===== config.mk =====
export PLATFORM = sky130hd
export DESIGN_NAME = ppu_sprite_pipe
export DESIGN_NICKNAME = d
export VERILOG_FILES = /design/src/source/ppu_apb_pkg.sv /design/src/source/ppu_pixel_pkg.sv /design/src/source/ppu_sprite_pipe.sv /design/src/source/ppu_apb_regs.sv /design/src/source/pixel_mixer.sv /design/src/source/sprite_fetch_ctrl.sv /design/src/source/sprite_attr_shifter.sv /design/src/source/sprite_pixel_shifter.sv
export VERILOG_INCLUDE_DIRS = /design/src /design/src/source
export SDC_FILE = /design/constraint.sdc
export NUM_CORES = 1
export LEC_CHECK = 0
export ABC_CLOCK_PERIOD_IN_PS = 4600
export BUFFER_PORTS_ARGS = -buffer_cell sky130_fd_sc_hd__buf_2
export CAP_MARGIN = 0
export CORE_ASPECT_RATIO = 0.8
export CORE_MARGIN = 2
export CORE_UTILIZATION = 45
export DETAILED_ROUTE_END_ITERATION = 6
export PLACE_DENSITY = 0.65
export SLEW_MARGIN = 40
export SYNTH_ARGS = -nofsm -noshare
export SYNTH_HDL_FRONTEND = slang
export SYNTH_SLANG_ARGS = --single-unit

===== constraint.sdc =====
create_clock -name clkpipe -period 4.6 [get_ports clkpipe]
set_clock_uncertainty 0.1 [all_clocks]
set_input_delay 0 -clock clkpipe [delete_from_list [all_inputs] [get_ports clkpipe]]
set_output_delay 0 -clock clkpipe [all_outputs]
set_load 0.02 [all_outputs]

===== src/source/ppu_config.svh =====
`ifndef PPU_CONFIG_SVH
`define PPU_CONFIG_SVH

// APB bus widths. The register map fits in one address byte.
`define PPU_APB_ADDR_W 8
`define PPU_APB_DATA_W 32

// Register byte offsets on the APB port.
`define PPU_REG_CTRL   8'h00
`define PPU_REG_BGP    8'h04
`define PPU_REG_OBP0   8'h08
`define PPU_REG_OBP1   8'h0C
`define PPU_REG_STATUS 8'h10

// CTRL bit 0 enables sprites, STATUS bit 0 shows a fetch in progress.
`define PPU_CTRL_SPR_EN_BIT 0
`define PPU_STATUS_BUSY_BIT 0

`endif

===== src/source/ppu_apb_pkg.sv =====
`default_nettype none

`include "ppu_config.svh"

package ppu_apb_pkg;

	typedef struct packed {
		logic                       psel;
		logic                       penable;
		logic                       pwrite;
		logic [`PPU_APB_ADDR_W-1:0] paddr;
		logic [`PPU_APB_DATA_W-1:0] pwdata;
	} apb_req_t;

	typedef struct packed {
		logic [`PPU_APB_DATA_W-1:0] prdata;
		logic                       pready;
		logic                       pslverr;
	} apb_rsp_t;

	// REG_NONE marks an offset outside the register map.
	typedef enum logic [2:0] {
		REG_CTRL,
		REG_BGP,
		REG_OBP0,
		REG_OBP1,
		REG_STATUS,
		REG_NONE
	} reg_sel_t;

endpackage

`default_nettype wire


===== src/source/ppu_pixel_pkg.sv =====
`default_nettype none

package ppu_pixel_pkg;

	// One tile row is eight pixels wide.
	localparam int SPR_W = 8;

	// Color index 0 is transparent for sprites.
	typedef logic [1:0] color_idx_t;

	// Four 2-bit shades, index i at bits 2i+1..2i.
	typedef logic [7:0] palette_t;

	typedef struct packed {
		logic [SPR_W-1:0] plane_lo;
		logic [SPR_W-1:0] plane_hi;
		logic             x_flip;
		logic             pal_sel;
		logic             behind_bg;
	} sprite_req_t;

	typedef struct packed {
		logic pal_sel;
		logic behind_bg;
	} spr_attr_t;

	typedef struct packed {
		color_idx_t color;
	} bg_pix_t;

	typedef struct packed {
		logic [1:0] shade;
		logic       from_sprite;
	} out_pix_t;

	typedef enum logic [1:0] {
		FETCH_IDLE,
		FETCH_LATCH_LO,
		FETCH_LATCH_HI,
		FETCH_LOAD
	} fetch_state_t;

endpackage

`default_nettype wire


===== src/source/ppu_sprite_pipe.sv =====
`timescale 1ns/10ps
`default_nettype none

module ppu_sprite_pipe
	import ppu_pixel_pkg::*;
	import ppu_apb_pkg::*;
(
	input  logic        clkpipe,
	input  logic        arst_n,
	input  sprite_req_t spr_req,
	input  logic        spr_valid,
	input  bg_pix_t     bg_pix,
	input  logic        bg_valid,
	input  apb_req_t    apb_req,
	output logic        spr_ready,
	output logic        bg_ready,
	output out_pix_t    out_pix,
	output logic        out_valid,
	output apb_rsp_t    apb_rsp
);

	logic [SPR_W-1:0] plane_byte;
	logic [SPR_W-1:0] load_mask;
	logic [SPR_W-1:0] spr_plane_a;
	logic [SPR_W-1:0] spr_plane_b;
	logic             x_flip;
	logic             latch_lo;
	logic             latch_hi;
	logic             load;
	logic             fetch_busy;
	logic             advance;
	spr_attr_t        attr;
	spr_attr_t        spr_head_attr;
	color_idx_t       spr_head;
	logic             spr_en;
	palette_t         bgp;
	palette_t         obp0;
	palette_t         obp1;

	// The load cycle stalls the pixel stream, so loading and shifting never meet.
	assign bg_ready = !load;
	assign advance  = bg_valid && bg_ready;
	assign spr_head = {spr_plane_a[SPR_W-1], spr_plane_b[SPR_W-1]};

	sprite_fetch_ctrl sprite_fetch_ctrl_i (
		.clkpipe(clkpipe), .arst_n(arst_n),
		.spr_req(spr_req), .spr_valid(spr_valid),
		.spr_plane_a(spr_plane_a), .spr_plane_b(spr_plane_b),
		.spr_ready(spr_ready), .plane_byte(plane_byte), .x_flip(x_flip),
		.latch_lo(latch_lo), .latch_hi(latch_hi), .load(load),
		.load_mask(load_mask), .attr(attr), .busy(fetch_busy)
	);

	sprite_pixel_shifter sprite_pixel_shifter_i (
		.clkpipe(clkpipe), .arst_n(arst_n),
		.plane_byte(plane_byte), .x_flip(x_flip),
		.latch_lo(latch_lo), .latch_hi(latch_hi), .load(load),
		.load_mask(load_mask), .shift(advance),
		.spr_plane_a(spr_plane_a), .spr_plane_b(spr_plane_b)
	);

	sprite_attr_shifter sprite_attr_shifter_i (
		.clkpipe(clkpipe), .arst_n(arst_n),
		.load(load), .load_mask(load_mask), .shift(advance),
		.attr(attr), .head_attr(spr_head_attr)
	);

	pixel_mixer pixel_mixer_i (
		.clkpipe(clkpipe), .arst_n(arst_n),
		.bg_pix(bg_pix), .advance(advance),
		.spr_head(spr_head), .spr_attr(spr_head_attr),
		.spr_en(spr_en), .bgp(bgp), .obp0(obp0), .obp1(obp1),
		.out_pix(out_pix), .out_valid(out_valid)
	);

	ppu_apb_regs ppu_apb_regs_i (
		.clkpipe(clkpipe), .arst_n(arst_n),
		.apb_req(apb_req), .fetch_busy(fetch_busy), .apb_rsp(apb_rsp),
		.spr_en(spr_en), .bgp(bgp), .obp0(obp0), .obp1(obp1)
	);

endmodule

`default_nettype wire


===== src/source/ppu_apb_regs.sv =====
`timescale 1ns/10ps
`default_nettype none

`include "ppu_config.svh"

module ppu_apb_regs
	import ppu_pixel_pkg::*;
	import ppu_apb_pkg::*;
(
	input  logic     clkpipe,
	input  logic     arst_n,
	input  apb_req_t apb_req,
	input  logic     fetch_busy,
	output apb_rsp_t apb_rsp,
	output logic     spr_en,
	output palette_t bgp,
	output palette_t obp0,
	output palette_t obp1
);

	reg_sel_t sel;
	logic     access;
	logic     wr;

	always_comb begin
		case (apb_req.paddr)
			`PPU_REG_CTRL:   sel = REG_CTRL;
			`PPU_REG_BGP:    sel = REG_BGP;
			`PPU_REG_OBP0:   sel = REG_OBP0;
			`PPU_REG_OBP1:   sel = REG_OBP1;
			`PPU_REG_STATUS: sel = REG_STATUS;
			default:         sel = REG_NONE;
		endcase
	end

	// Zero wait states, so every access phase completes.
	assign access = apb_req.psel && apb_req.penable;
	assign wr     = access && apb_req.pwrite;

	always_ff @(posedge clkpipe or negedge arst_n) begin
		if (!arst_n) begin
			spr_en <= 1'b0;
			bgp    <= '0;
			obp0   <= '0;
			obp1   <= '0;
		end else if (wr) begin
			case (sel)
				REG_CTRL: spr_en <= apb_req.pwdata[`PPU_CTRL_SPR_EN_BIT];
				REG_BGP:  bgp    <= apb_req.pwdata[7:0];
				REG_OBP0: obp0   <= apb_req.pwdata[7:0];
				REG_OBP1: obp1   <= apb_req.pwdata[7:0];
				default: ;
			endcase
		end
	end

	always_comb begin
		apb_rsp.prdata = '0;
		case (sel)
			REG_CTRL:   apb_rsp.prdata[`PPU_CTRL_SPR_EN_BIT] = spr_en;
			REG_BGP:    apb_rsp.prdata = `PPU_APB_DATA_W'(bgp);
			REG_OBP0:   apb_rsp.prdata = `PPU_APB_DATA_W'(obp0);
			REG_OBP1:   apb_rsp.prdata = `PPU_APB_DATA_W'(obp1);
			REG_STATUS: apb_rsp.prdata[`PPU_STATUS_BUSY_BIT] = fetch_busy;
			default: ;
		endcase
	end

	// STATUS is read only.
	assign apb_rsp.pready  = 1'b1;
	assign apb_rsp.pslverr = access &&
		((sel == REG_NONE) || (apb_req.pwrite && (sel == REG_STATUS)));

endmodule

`default_nettype wire


===== src/source/pixel_mixer.sv =====
`timescale 1ns/10ps
`default_nettype none

module pixel_mixer
	import ppu_pixel_pkg::*;
(
	input  logic       clkpipe,
	input  logic       arst_n,
	input  bg_pix_t    bg_pix,
	input  logic       advance,
	input  color_idx_t spr_head,
	input  spr_attr_t  spr_attr,
	input  logic       spr_en,
	input  palette_t   bgp,
	input  palette_t   obp0,
	input  palette_t   obp1,
	output out_pix_t   out_pix,
	output logic       out_valid
);

	logic     spr_win;
	palette_t obp;
	out_pix_t pix_nxt;

	function automatic logic [1:0] pal_lookup(input palette_t pal, input color_idx_t idx);
		return pal[2*idx +: 2];
	endfunction

	// A behind-background sprite only shows through background color 0.
	assign spr_win = spr_en && (spr_head != 2'd0) &&
		(!spr_attr.behind_bg || (bg_pix.color == 2'd0));

	assign obp = spr_attr.pal_sel ? obp1 : obp0;

	always_comb begin
		pix_nxt.from_sprite = spr_win;
		if (spr_win) begin
			pix_nxt.shade = pal_lookup(obp, spr_head);
		end else begin
			pix_nxt.shade = pal_lookup(bgp, bg_pix.color);
		end
	end

	always_ff @(posedge clkpipe) begin
		if (advance) begin
			out_pix <= pix_nxt;
		end
	end

	always_ff @(posedge clkpipe or negedge arst_n) begin
		if (!arst_n) begin
			out_valid <= 1'b0;
		end else begin
			out_valid <= advance;
		end
	end

endmodule

`default_nettype wire


===== src/source/sprite_fetch_ctrl.sv =====
`timescale 1ns/10ps
`default_nettype none

module sprite_fetch_ctrl
	import ppu_pixel_pkg::*;
(
	input  logic             clkpipe,
	input  logic             arst_n,
	input  sprite_req_t      spr_req,
	input  logic             spr_valid,
	input  logic [SPR_W-1:0] spr_plane_a,
	input  logic [SPR_W-1:0] spr_plane_b,
	output logic             spr_ready,
	output logic [SPR_W-1:0] plane_byte,
	output logic             x_flip,
	output logic             latch_lo,
	output logic             latch_hi,
	output logic             load,
	output logic [SPR_W-1:0] load_mask,
	output spr_attr_t        attr,
	output logic             busy
);

	fetch_state_t state;
	fetch_state_t state_nxt;
	sprite_req_t  req_q;

	always_comb begin
		state_nxt = state;
		case (state)
			FETCH_IDLE: begin
				if (spr_valid) begin
					state_nxt = FETCH_LATCH_LO;
				end
			end
			FETCH_LATCH_LO: state_nxt = FETCH_LATCH_HI;
			FETCH_LATCH_HI: state_nxt = FETCH_LOAD;
			FETCH_LOAD:     state_nxt = FETCH_IDLE;
			default:        state_nxt = FETCH_IDLE;
		endcase
	end

	always_ff @(posedge clkpipe or negedge arst_n) begin
		if (!arst_n) begin
			state <= FETCH_IDLE;
		end else begin
			state <= state_nxt;
		end
	end

	// Only one request is in flight, so a single buffer is enough.
	always_ff @(posedge clkpipe) begin
		if (spr_valid && spr_ready) begin
			req_q <= spr_req;
		end
	end

	assign spr_ready = (state == FETCH_IDLE);
	assign busy      = (state != FETCH_IDLE);
	assign latch_lo  = (state == FETCH_LATCH_LO);
	assign latch_hi  = (state == FETCH_LATCH_HI);
	assign load      = (state == FETCH_LOAD);

	assign plane_byte = latch_hi ? req_q.plane_hi : req_q.plane_lo;
	assign x_flip     = req_q.x_flip;

	assign attr.pal_sel   = req_q.pal_sel;
	assign attr.behind_bg = req_q.behind_bg;

	// A slot is free where both planes hold 0, i.e. the pixel is transparent.
	// No shift happens in the load cycle, so the planes are stable here.
	assign load_mask = load ? ~(spr_plane_a | spr_plane_b) : '0;

endmodule

`default_nettype wire


===== src/source/sprite_attr_shifter.sv =====
`timescale 1ns/10ps
`default_nettype none

module sprite_attr_shifter
	import ppu_pixel_pkg::*;
(
	input  logic             clkpipe,
	input  logic             arst_n,
	input  logic             load,
	input  logic [SPR_W-1:0] load_mask,
	input  logic             shift,
	input  spr_attr_t        attr,
	output spr_attr_t        head_attr
);

	// One attribute slot per pixel slot, head at the top index.
	spr_attr_t [SPR_W-1:0] slot;

	always_ff @(posedge clkpipe or negedge arst_n) begin
		if (!arst_n) begin
			slot <= '0;
		end else if (load) begin
			for (int i = 0; i < SPR_W; i++) begin
				if (load_mask[i]) begin
					slot[i] <= attr;
				end
			end
		end else if (shift) begin
			slot <= {slot[SPR_W-2:0], {$bits(spr_attr_t){1'b0}}};
		end
	end

	assign head_attr = slot[SPR_W-1];

endmodule

`default_nettype wire


===== src/source/sprite_pixel_shifter.sv =====
`timescale 1ns/10ps
`default_nettype none

module sprite_pixel_shifter
	import ppu_pixel_pkg::*;
(
	input  logic             clkpipe,
	input  logic             arst_n,
	input  logic [SPR_W-1:0] plane_byte,
	input  logic             x_flip,
	input  logic             latch_lo,
	input  logic             latch_hi,
	input  logic             load,
	input  logic [SPR_W-1:0] load_mask,
	input  logic             shift,
	output logic [SPR_W-1:0] spr_plane_a,
	output logic [SPR_W-1:0] spr_plane_b
);

	logic [SPR_W-1:0] byte_in;
	logic [SPR_W-1:0] lat_lo;
	logic [SPR_W-1:0] lat_hi;

	// Slot 7 is the head. Unflipped, the byte's MSB lands there and leaves first.
	// With x-flip the byte is mirrored so its LSB leaves first.
	always_comb begin
		for (int i = 0; i < SPR_W; i++) begin
			byte_in[i] = x_flip ? plane_byte[SPR_W-1-i] : plane_byte[i];
		end
	end

	always_ff @(posedge clkpipe) begin
		if (latch_lo) begin
			lat_lo <= byte_in;
		end
		if (latch_hi) begin
			lat_hi <= byte_in;
		end
	end

	// Plane a carries the high bitplane, so it forms the color index MSB.
	// Unmasked slots keep the opaque pixels of an earlier sprite.
	always_ff @(posedge clkpipe or negedge arst_n) begin
		if (!arst_n) begin
			spr_plane_a <= '0;
			spr_plane_b <= '0;
		end else if (load) begin
			spr_plane_a <= (spr_plane_a & ~load_mask) | (lat_hi & load_mask);
			spr_plane_b <= (spr_plane_b & ~load_mask) | (lat_lo & load_mask);
		end else if (shift) begin
			spr_plane_a <= {spr_plane_a[SPR_W-2:0], 1'b0};
			spr_plane_b <= {spr_plane_b[SPR_W-2:0], 1'b0};
		end
	end

endmodule

`default_nettype wire


# --- Yosys cells after proc, flatten, opt, wreduce, memory -nomap -nowiden ---
# Cells that the tools add are included.
word_totals:
  regBits: 98
  in_bits: 68
  output_inout_bits: 40
  wordCells: 127
op_classes:
  n_eq_ne: 21
  n_shift: 2
  n_mux: 31
  bitwise_logic: 9
  n_reduce_logical: 31
op_table:
  columns: ["operator", "count"]
  rows:
  - ["$mux 8", 7]
  - ["$and 8x8->8", 4]
  - ["$mux 16", 2]
  - ["$or 8x8->8", 3]
  - ["$reduce_and 2->1", 12]
  - ["$pmux 7 s3", 1]
  - ["$mux 2", 10]
  - ["$eq 8x4->1 const B", 2]
  - ["$ne 2x1->1 const B", 8]
  - ["$not 8->8", 2]
  - ["$shiftx 8x4->2", 2]
  - ["$pmux 3 s5", 1]
  - ["$eq 8x3->1 const B", 1]
  - ["$eq 8x5->1 const B", 1]
  - ["$logic_and 1x1->1", 8]
  - ["$logic_not 8->1", 1]
  - ["$mux 1", 8]
  - ["$pmux 2 s4", 1]
  - ["$eq 3x2->1 const B", 2]
  - ["$eq 3x3->1 const B", 2]
  - ["$reduce_bool 2->1", 3]
  - ["$pmux 1 s5", 1]
  - ["$eq 2x2->1 const B", 2]
  - ["$logic_not 2->1", 2]
  - ["other kinds (6)", 8]

# --- Longest topological paths before layout ---
depth:
  depth_word: 7
  ltp_mapped: 6
  ltp_nobuf: 5

# --- By module ---
# From an unflattened synthesis, not the netlist that was laid out.
hier_totals:
  cells_unflattened: 375
  hier_area_um2: 5237.5
by_module_without_submodules:
  columns: ["mod", "n_inst", "cells_each", "area_per_inst_um2", "seq_area_each_um2"]
  rows:
  - ["ppu_apb_regs", 1, 128, 1514.0, 625.6]
  - ["sprite_pixel_shifter", 1, 93, 1498.9, 880.8]
  - ["sprite_fetch_ctrl", 1, 53, 949.7, 620.6]
  - ["sprite_attr_shifter", 1, 72, 933.4, 400.4]
  - ["pixel_mixer", 1, 27, 331.6, 115.1]
  - ["ppu_sprite_pipe", 1, 2, 10.0, 0.0]

# --- Worst setup path after synthesis ---
# Ideal clock, no wire load.
synth_timing:
  kind: "flip-flop to flip-flop"
  from: "register sprite_fetch_ctrl_i.state[0]"
  to: "register sprite_pixel_shifter_i.lat_hi[0], data pin"
  setup_time_ns: 0.275
  arrival_time_ns: 1.842
  required_time_ns: 4.225
  setup_slack_ns: 2.383
  stages_incl_launch_ff: 5
  n_path_buf: 1
  synth_period_minus_slack_ns: 2.217
  cell_sequence: "dfrtp_1 inv_1 ha_1 clkbuf_1 mux4_2"
synth_between:
  elab_chain_cells: 3
synth_lines:
  columns: ["element", "line_no", "rtl"]
  rows:
  - ["start: declaration", "sprite_fetch_ctrl.sv:24", "fetch_state_t state;"]
  - ["start signal: assignment", "sprite_fetch_ctrl.sv:47", "state <= state_nxt;"]
  - ["$eq 2x2->1", "sprite_fetch_ctrl.sv:61", "assign latch_hi = (state == FETCH_LATCH_HI);"]
  - ["$mux 8", "sprite_fetch_ctrl.sv:64", "assign plane_byte = latch_hi ? req_q.plane_hi : req_q.plane_lo;"]
  - ["$mux 1", "sprite_pixel_shifter.sv:28", "byte_in[i] = x_flip ? plane_byte[SPR_W-1-i] : plane_byte[i];"]
  - ["net sprite_pixel_shifter_i.byte_in[0]", "sprite_pixel_shifter.sv:20", "logic [SPR_W-1:0] byte_in;"]
  - ["end signal: assignment", "sprite_pixel_shifter.sv:37", "lat_hi <= byte_in;"]
  - ["end: declaration", "sprite_pixel_shifter.sv:22", "logic [SPR_W-1:0] lat_hi;"]
# The timed path passes the listed nets, and every way through them passes these cells.
# A chain may end at the register's enable or synchronous reset.

# --- Worst setup path after layout ---
layout_timing:
  from: "register sprite_fetch_ctrl_i.state[0]"
  to: "register sprite_attr_shifter_i.slot[11] (netlist name)"
layout_between:
  elab_chain_cells: 5
  word_cells_on_any_way: 8
  cone_classes: "eq/ne: 2; mux: 2; reduce/logical: 4"
layout_lines:
  columns: ["element", "line_no", "rtl"]
  rows:
  - ["$eq 2x2->1 *", "sprite_fetch_ctrl.sv:62", "assign load = (state == FETCH_LOAD);"]
  - ["$logic_not 1->1", "ppu_sprite_pipe.sv:41", "assign bg_ready = !load;"]
  - ["$logic_and 1x1->1", "ppu_sprite_pipe.sv:42", "assign advance = bg_valid && bg_ready;"]
  - ["$reduce_bool 2->1 (no source line)", null, null]
  - ["$reduce_and 2->1 (no source line)", null, null]
  - ["end signal: indexed assignment", "sprite_attr_shifter.sv:25", "slot[i] <= attr;"]
  - ["end signal: assignment", "sprite_attr_shifter.sv:29", "slot <= {slot[SPR_W-2:0], {$bits(spr_attr_t){1'b0}}};"]
  - ["end: declaration", "sprite_attr_shifter.sv:17", "spr_attr_t [SPR_W-1:0] slot;"]
# Mark *: on every way between the ends. The rest lies on a longest branch, timed or not.

==> results.cfg <==
[timing]
slew-limit-headroom_pct = 50.7
hold_viol = 0
setup_tns_ns = 0
fin_crit_sh_pct = 48.9
setup_viol = 0
rsz0062_at_grt = false
finalCriticalPeriod_ns = 2.25
clock.fmax_mhz = 444
worst_pin_slew_ns = 0.735
slew_viol_final = 0
whs_ns = 0.0198

[power]
p_seq_share_pct = 46.7
sw_frac_of_total_pct = 32.1
clkPwrFrac_pct = 25.4
peakVddDrop_mv = 0.284
p_int_mw = 2.01
power_frac_comb_pct = 28.0
power_leakage_nw = 2.51
p_switching_uw = 949
power_density_nw_per_um2 = 515

[global_routing]
grtUsageTotal_pct = 16.6
grt_start_max_net_pins = 61
grt_pass1_vias = 2981
grt_antenna_before_repair = 0
grt_first_pass_wirelength_um = 14500
overflow = 0

[layout]
diodes = 0
layout-drive-gt1-share_pct = 29.6
areaGrowthSynthToFinish_pct = 19.5
layout.nets = 540
most-common-layout-cells = dfrtp_1 (60), buf_2 (58), mux2_2 (48)
final_common_cell = dfrtp_1

[route]
vias = 3135
routed_wirelength_um = 9040
route.detailed.drc = 0
post_drt_wl_per_cell_um = 14.7
vias_per_cell = 5.11
drtPass1Iterations = 4
drtIter0Drc = 143
ant_nets = 0

[critical_path]
r2r_slack_ns = 2.35
required_ns = 4.72
path_buf_inv = 1
crit_start = sprite_fetch_ctrl_i.state[0]$_DFFE_PN0P_
timing.rr.end = sprite_attr_shifter_i.slot[11]$_DFFE_PN0P_
cp_slowest_stage_delay_ns = 0.63
cp_top_family = simple AND/OR/NAND/NOR gates
endpoint = sprite_attr_shifter_i.slot[11]$_DFFE_PN0P_
cpMaxStageDelayCell = nor2b_1
cp.depth = 5
critPathKind = register to register
startpoint_type = register
crit_fanout = 54
reg2reg_from = sprite_fetch_ctrl_i.state[0]$_DFFE_PN0P_
cp_cell_sequence = ha_1, buf_4, nor2b_1, a21oi_1, mux2_2
crit_path_end_kind = register
cp.arrival_ns = 2.37
worstRegToRegCells = 5

[clock_network]
numClockSinks = 98
cts_tree = yes
clk_path_buf_depth = 2
clock_latency_ns = 0.34
cts_buffers = 9
clk_pin_slew_worst_paths_ns = 0.07
ctsHtreeMaxLevel = 3
post_cts_buffers = 0
clockRootBuffer = clkbuf_16

[synth]
syn_inst = 384
synth_cell_types = 35
yosysWarnings = 0
synth.ff_latch_count = 98
synth_seq_area_share_pct = 55.1
syn_area_um2 = 4800
avgSynthCellArea_um2 = 12.5

[outcome]
status = complete, no violations

[placement]
port-buffer-count = 58
dp_hpwl_um = 6110
gp_congestion = 0.751

[floorplanning]
fp.dieH_um = 96.4
dieArea_um2 = 11500
start_util_pct = 46.5
pin_count = 108
rows = 33
core_area_um2 = 10300
fp.dieW_um = 119

[job]
maxCapViolCount = 0

[worst_hold_path]
hp-class = primary input to register
-- stage by stage --
step / total power [mW] / worst slack (ns) / utilization, % / cells / area [um^2]
floorplan: 2.00 / 2.38 / - / 407 / 4890
global placement: 2.16 / 2.38 / 49.6 / 566 / 5120
detailed placement: 2.21 / 2.34 / 49.6 / 566 / 5120
CTS: 2.98 / 2.31 / 55.5 / 613 / 5730
global route: 3.15 / 2.13 / 55.6 / 613 / 5740
finish: 2.96 / 2.35 / 55.6 / 613 / 5740
-- worst reg2reg max path, delay by kind of cell, from the launching register on --
family	cells	cell delay (ns)
simple gates	1	0.65
compound gates	1	0.18
buf+inv	1	0.26
mux	1	0.33
fa+ha+maj	1	0.20
flops	1	0.41
-- per-layer routing --
metal  vias to the layer above  global-route usage (%)  part of all wire, %
li1                       1509                       -                    -
met1                      1539                    23.4                   49
met2                        79                    25.0                   46
met3                         8                    4.17                  4.0
met4                         0                    6.37                  1.2
met5                         -                       0                    0
-- what timing repair did --
| action | 4_1_cts | 5_1_grt |
|---|---|---|
| gates resized for setup | 0 | 0 |
| hold buffers | 31 | 0 |
| hold endpoints to repair | 106 | 0 |
-- power by group through the flow --
stage          logic [mW]  registers (mW)  clock network, mW
6_report            0.826            1.38              0.750
5_1_grt             0.929            1.42              0.808
4_1_cts             0.830            1.38              0.769
3_5_place_dp        0.807            1.40                  0
3_3_place_gp        0.777            1.39                  0
2_1_floorplan       0.668            1.33                  0
-- cell usage after synthesis --
| cell type | count | area [um^2] |
|---|---|---|
| o22ai_1 | 6 | 37.5 |
| a211oi_1 | 4 | 30.0 |
| or4_1 | 1 | 7.51 |
| nor4_1 | 1 | 6.26 |
| mux4_2 | 10 | 225 |
| or2_2 | 2 | 12.5 |
| and3_1 | 1 | 6.26 |
| mux2i_1 | 19 | 190 |
| o21a_1 | 1 | 7.51 |
| and2_1 | 1 | 6.26 |
| or3_1 | 1 | 6.26 |
| nor2b_1 | 23 | 144 |
| inv_1 | 18 | 67.6 |
| o31a_1 | 1 | 8.76 |
| a311oi_1 | 1 | 8.76 |
| a22oi_1 | 7 | 52.6 |
| ha_1 | 4 | 50.1 |
| nand2b_1 | 4 | 25.0 |
| edfxtp_1 | 38 | 1140 |
| buf_1 | 3 | 11.3 |
| nor4_4 | 2 | 42.5 |
| mux2_2 | 48 | 541 |
| buf_4 | 25 | 188 |
| o21ai_0 | 43 | 215 |
| nor2_1 | 20 | 75.1 |
| nand3_1 | 1 | 5.00 |
| clkbuf_1 | 12 | 45.0 |
| buf_2 | 1 | 5.00 |
| o31ai_1 | 3 | 22.5 |
| conb_1 | 2 | 7.51 |
| a21oi_1 | 11 | 55.1 |
| nand4_1 | 3 | 18.8 |
| nand2_1 | 6 | 22.5 |
| o311a_2 | 1 | 11.3 |
| dfrtp_1 | 60 | 1500 |
-- logic make-up (layout without fill, tap and decap cells) --
logic type      count (synthesis)  after routing  share of synthesized area [%]
compound gates                 78             78                           9.36
fa+ha+maj                       4              4                           1.04
buf+inv                        59            125                           6.60
flops                          98             98                           55.1
mux                            77             77                           19.9
other cells                     2             25                          0.156
simple gates                   66             66                           7.87
-- area by class of cell --
cell class              instances  area, um^2
well taps                     140         175
fillers                       886        4590
inverters                      18        67.6
flip-flops and latches         98        2640
clock inverters                 7        76.3
repair buffers                 91         619
multi-input cells             250        1930
clock buffers                   9         225
-- worst min path at each step --
stage                 from                                       to  slack [ns]  depth (start not counted)
6_report       apb_req[37]        ppu_apb_regs_i.spr_en$_DFFE_PN0P_        0.02                          4
5_1_grt        apb_req[37]        ppu_apb_regs_i.spr_en$_DFFE_PN0P_        0.04                          4
4_1_cts        apb_req[37]        ppu_apb_regs_i.spr_en$_DFFE_PN0P_      0.0003                          4
3_5_place_dp   spr_req[11]  sprite_fetch_ctrl_i.req_q[11]$_DFFE_PP_        0.08                          1
3_3_place_gp    spr_req[2]     sprite_fetch_ctrl_i.x_flip$_DFFE_PP_        0.08                          1
2_1_floorplan       arst_n               asynchronous set/reset pin       -0.40                          0
Note: power is estimated with default switching activity, not from simulation.
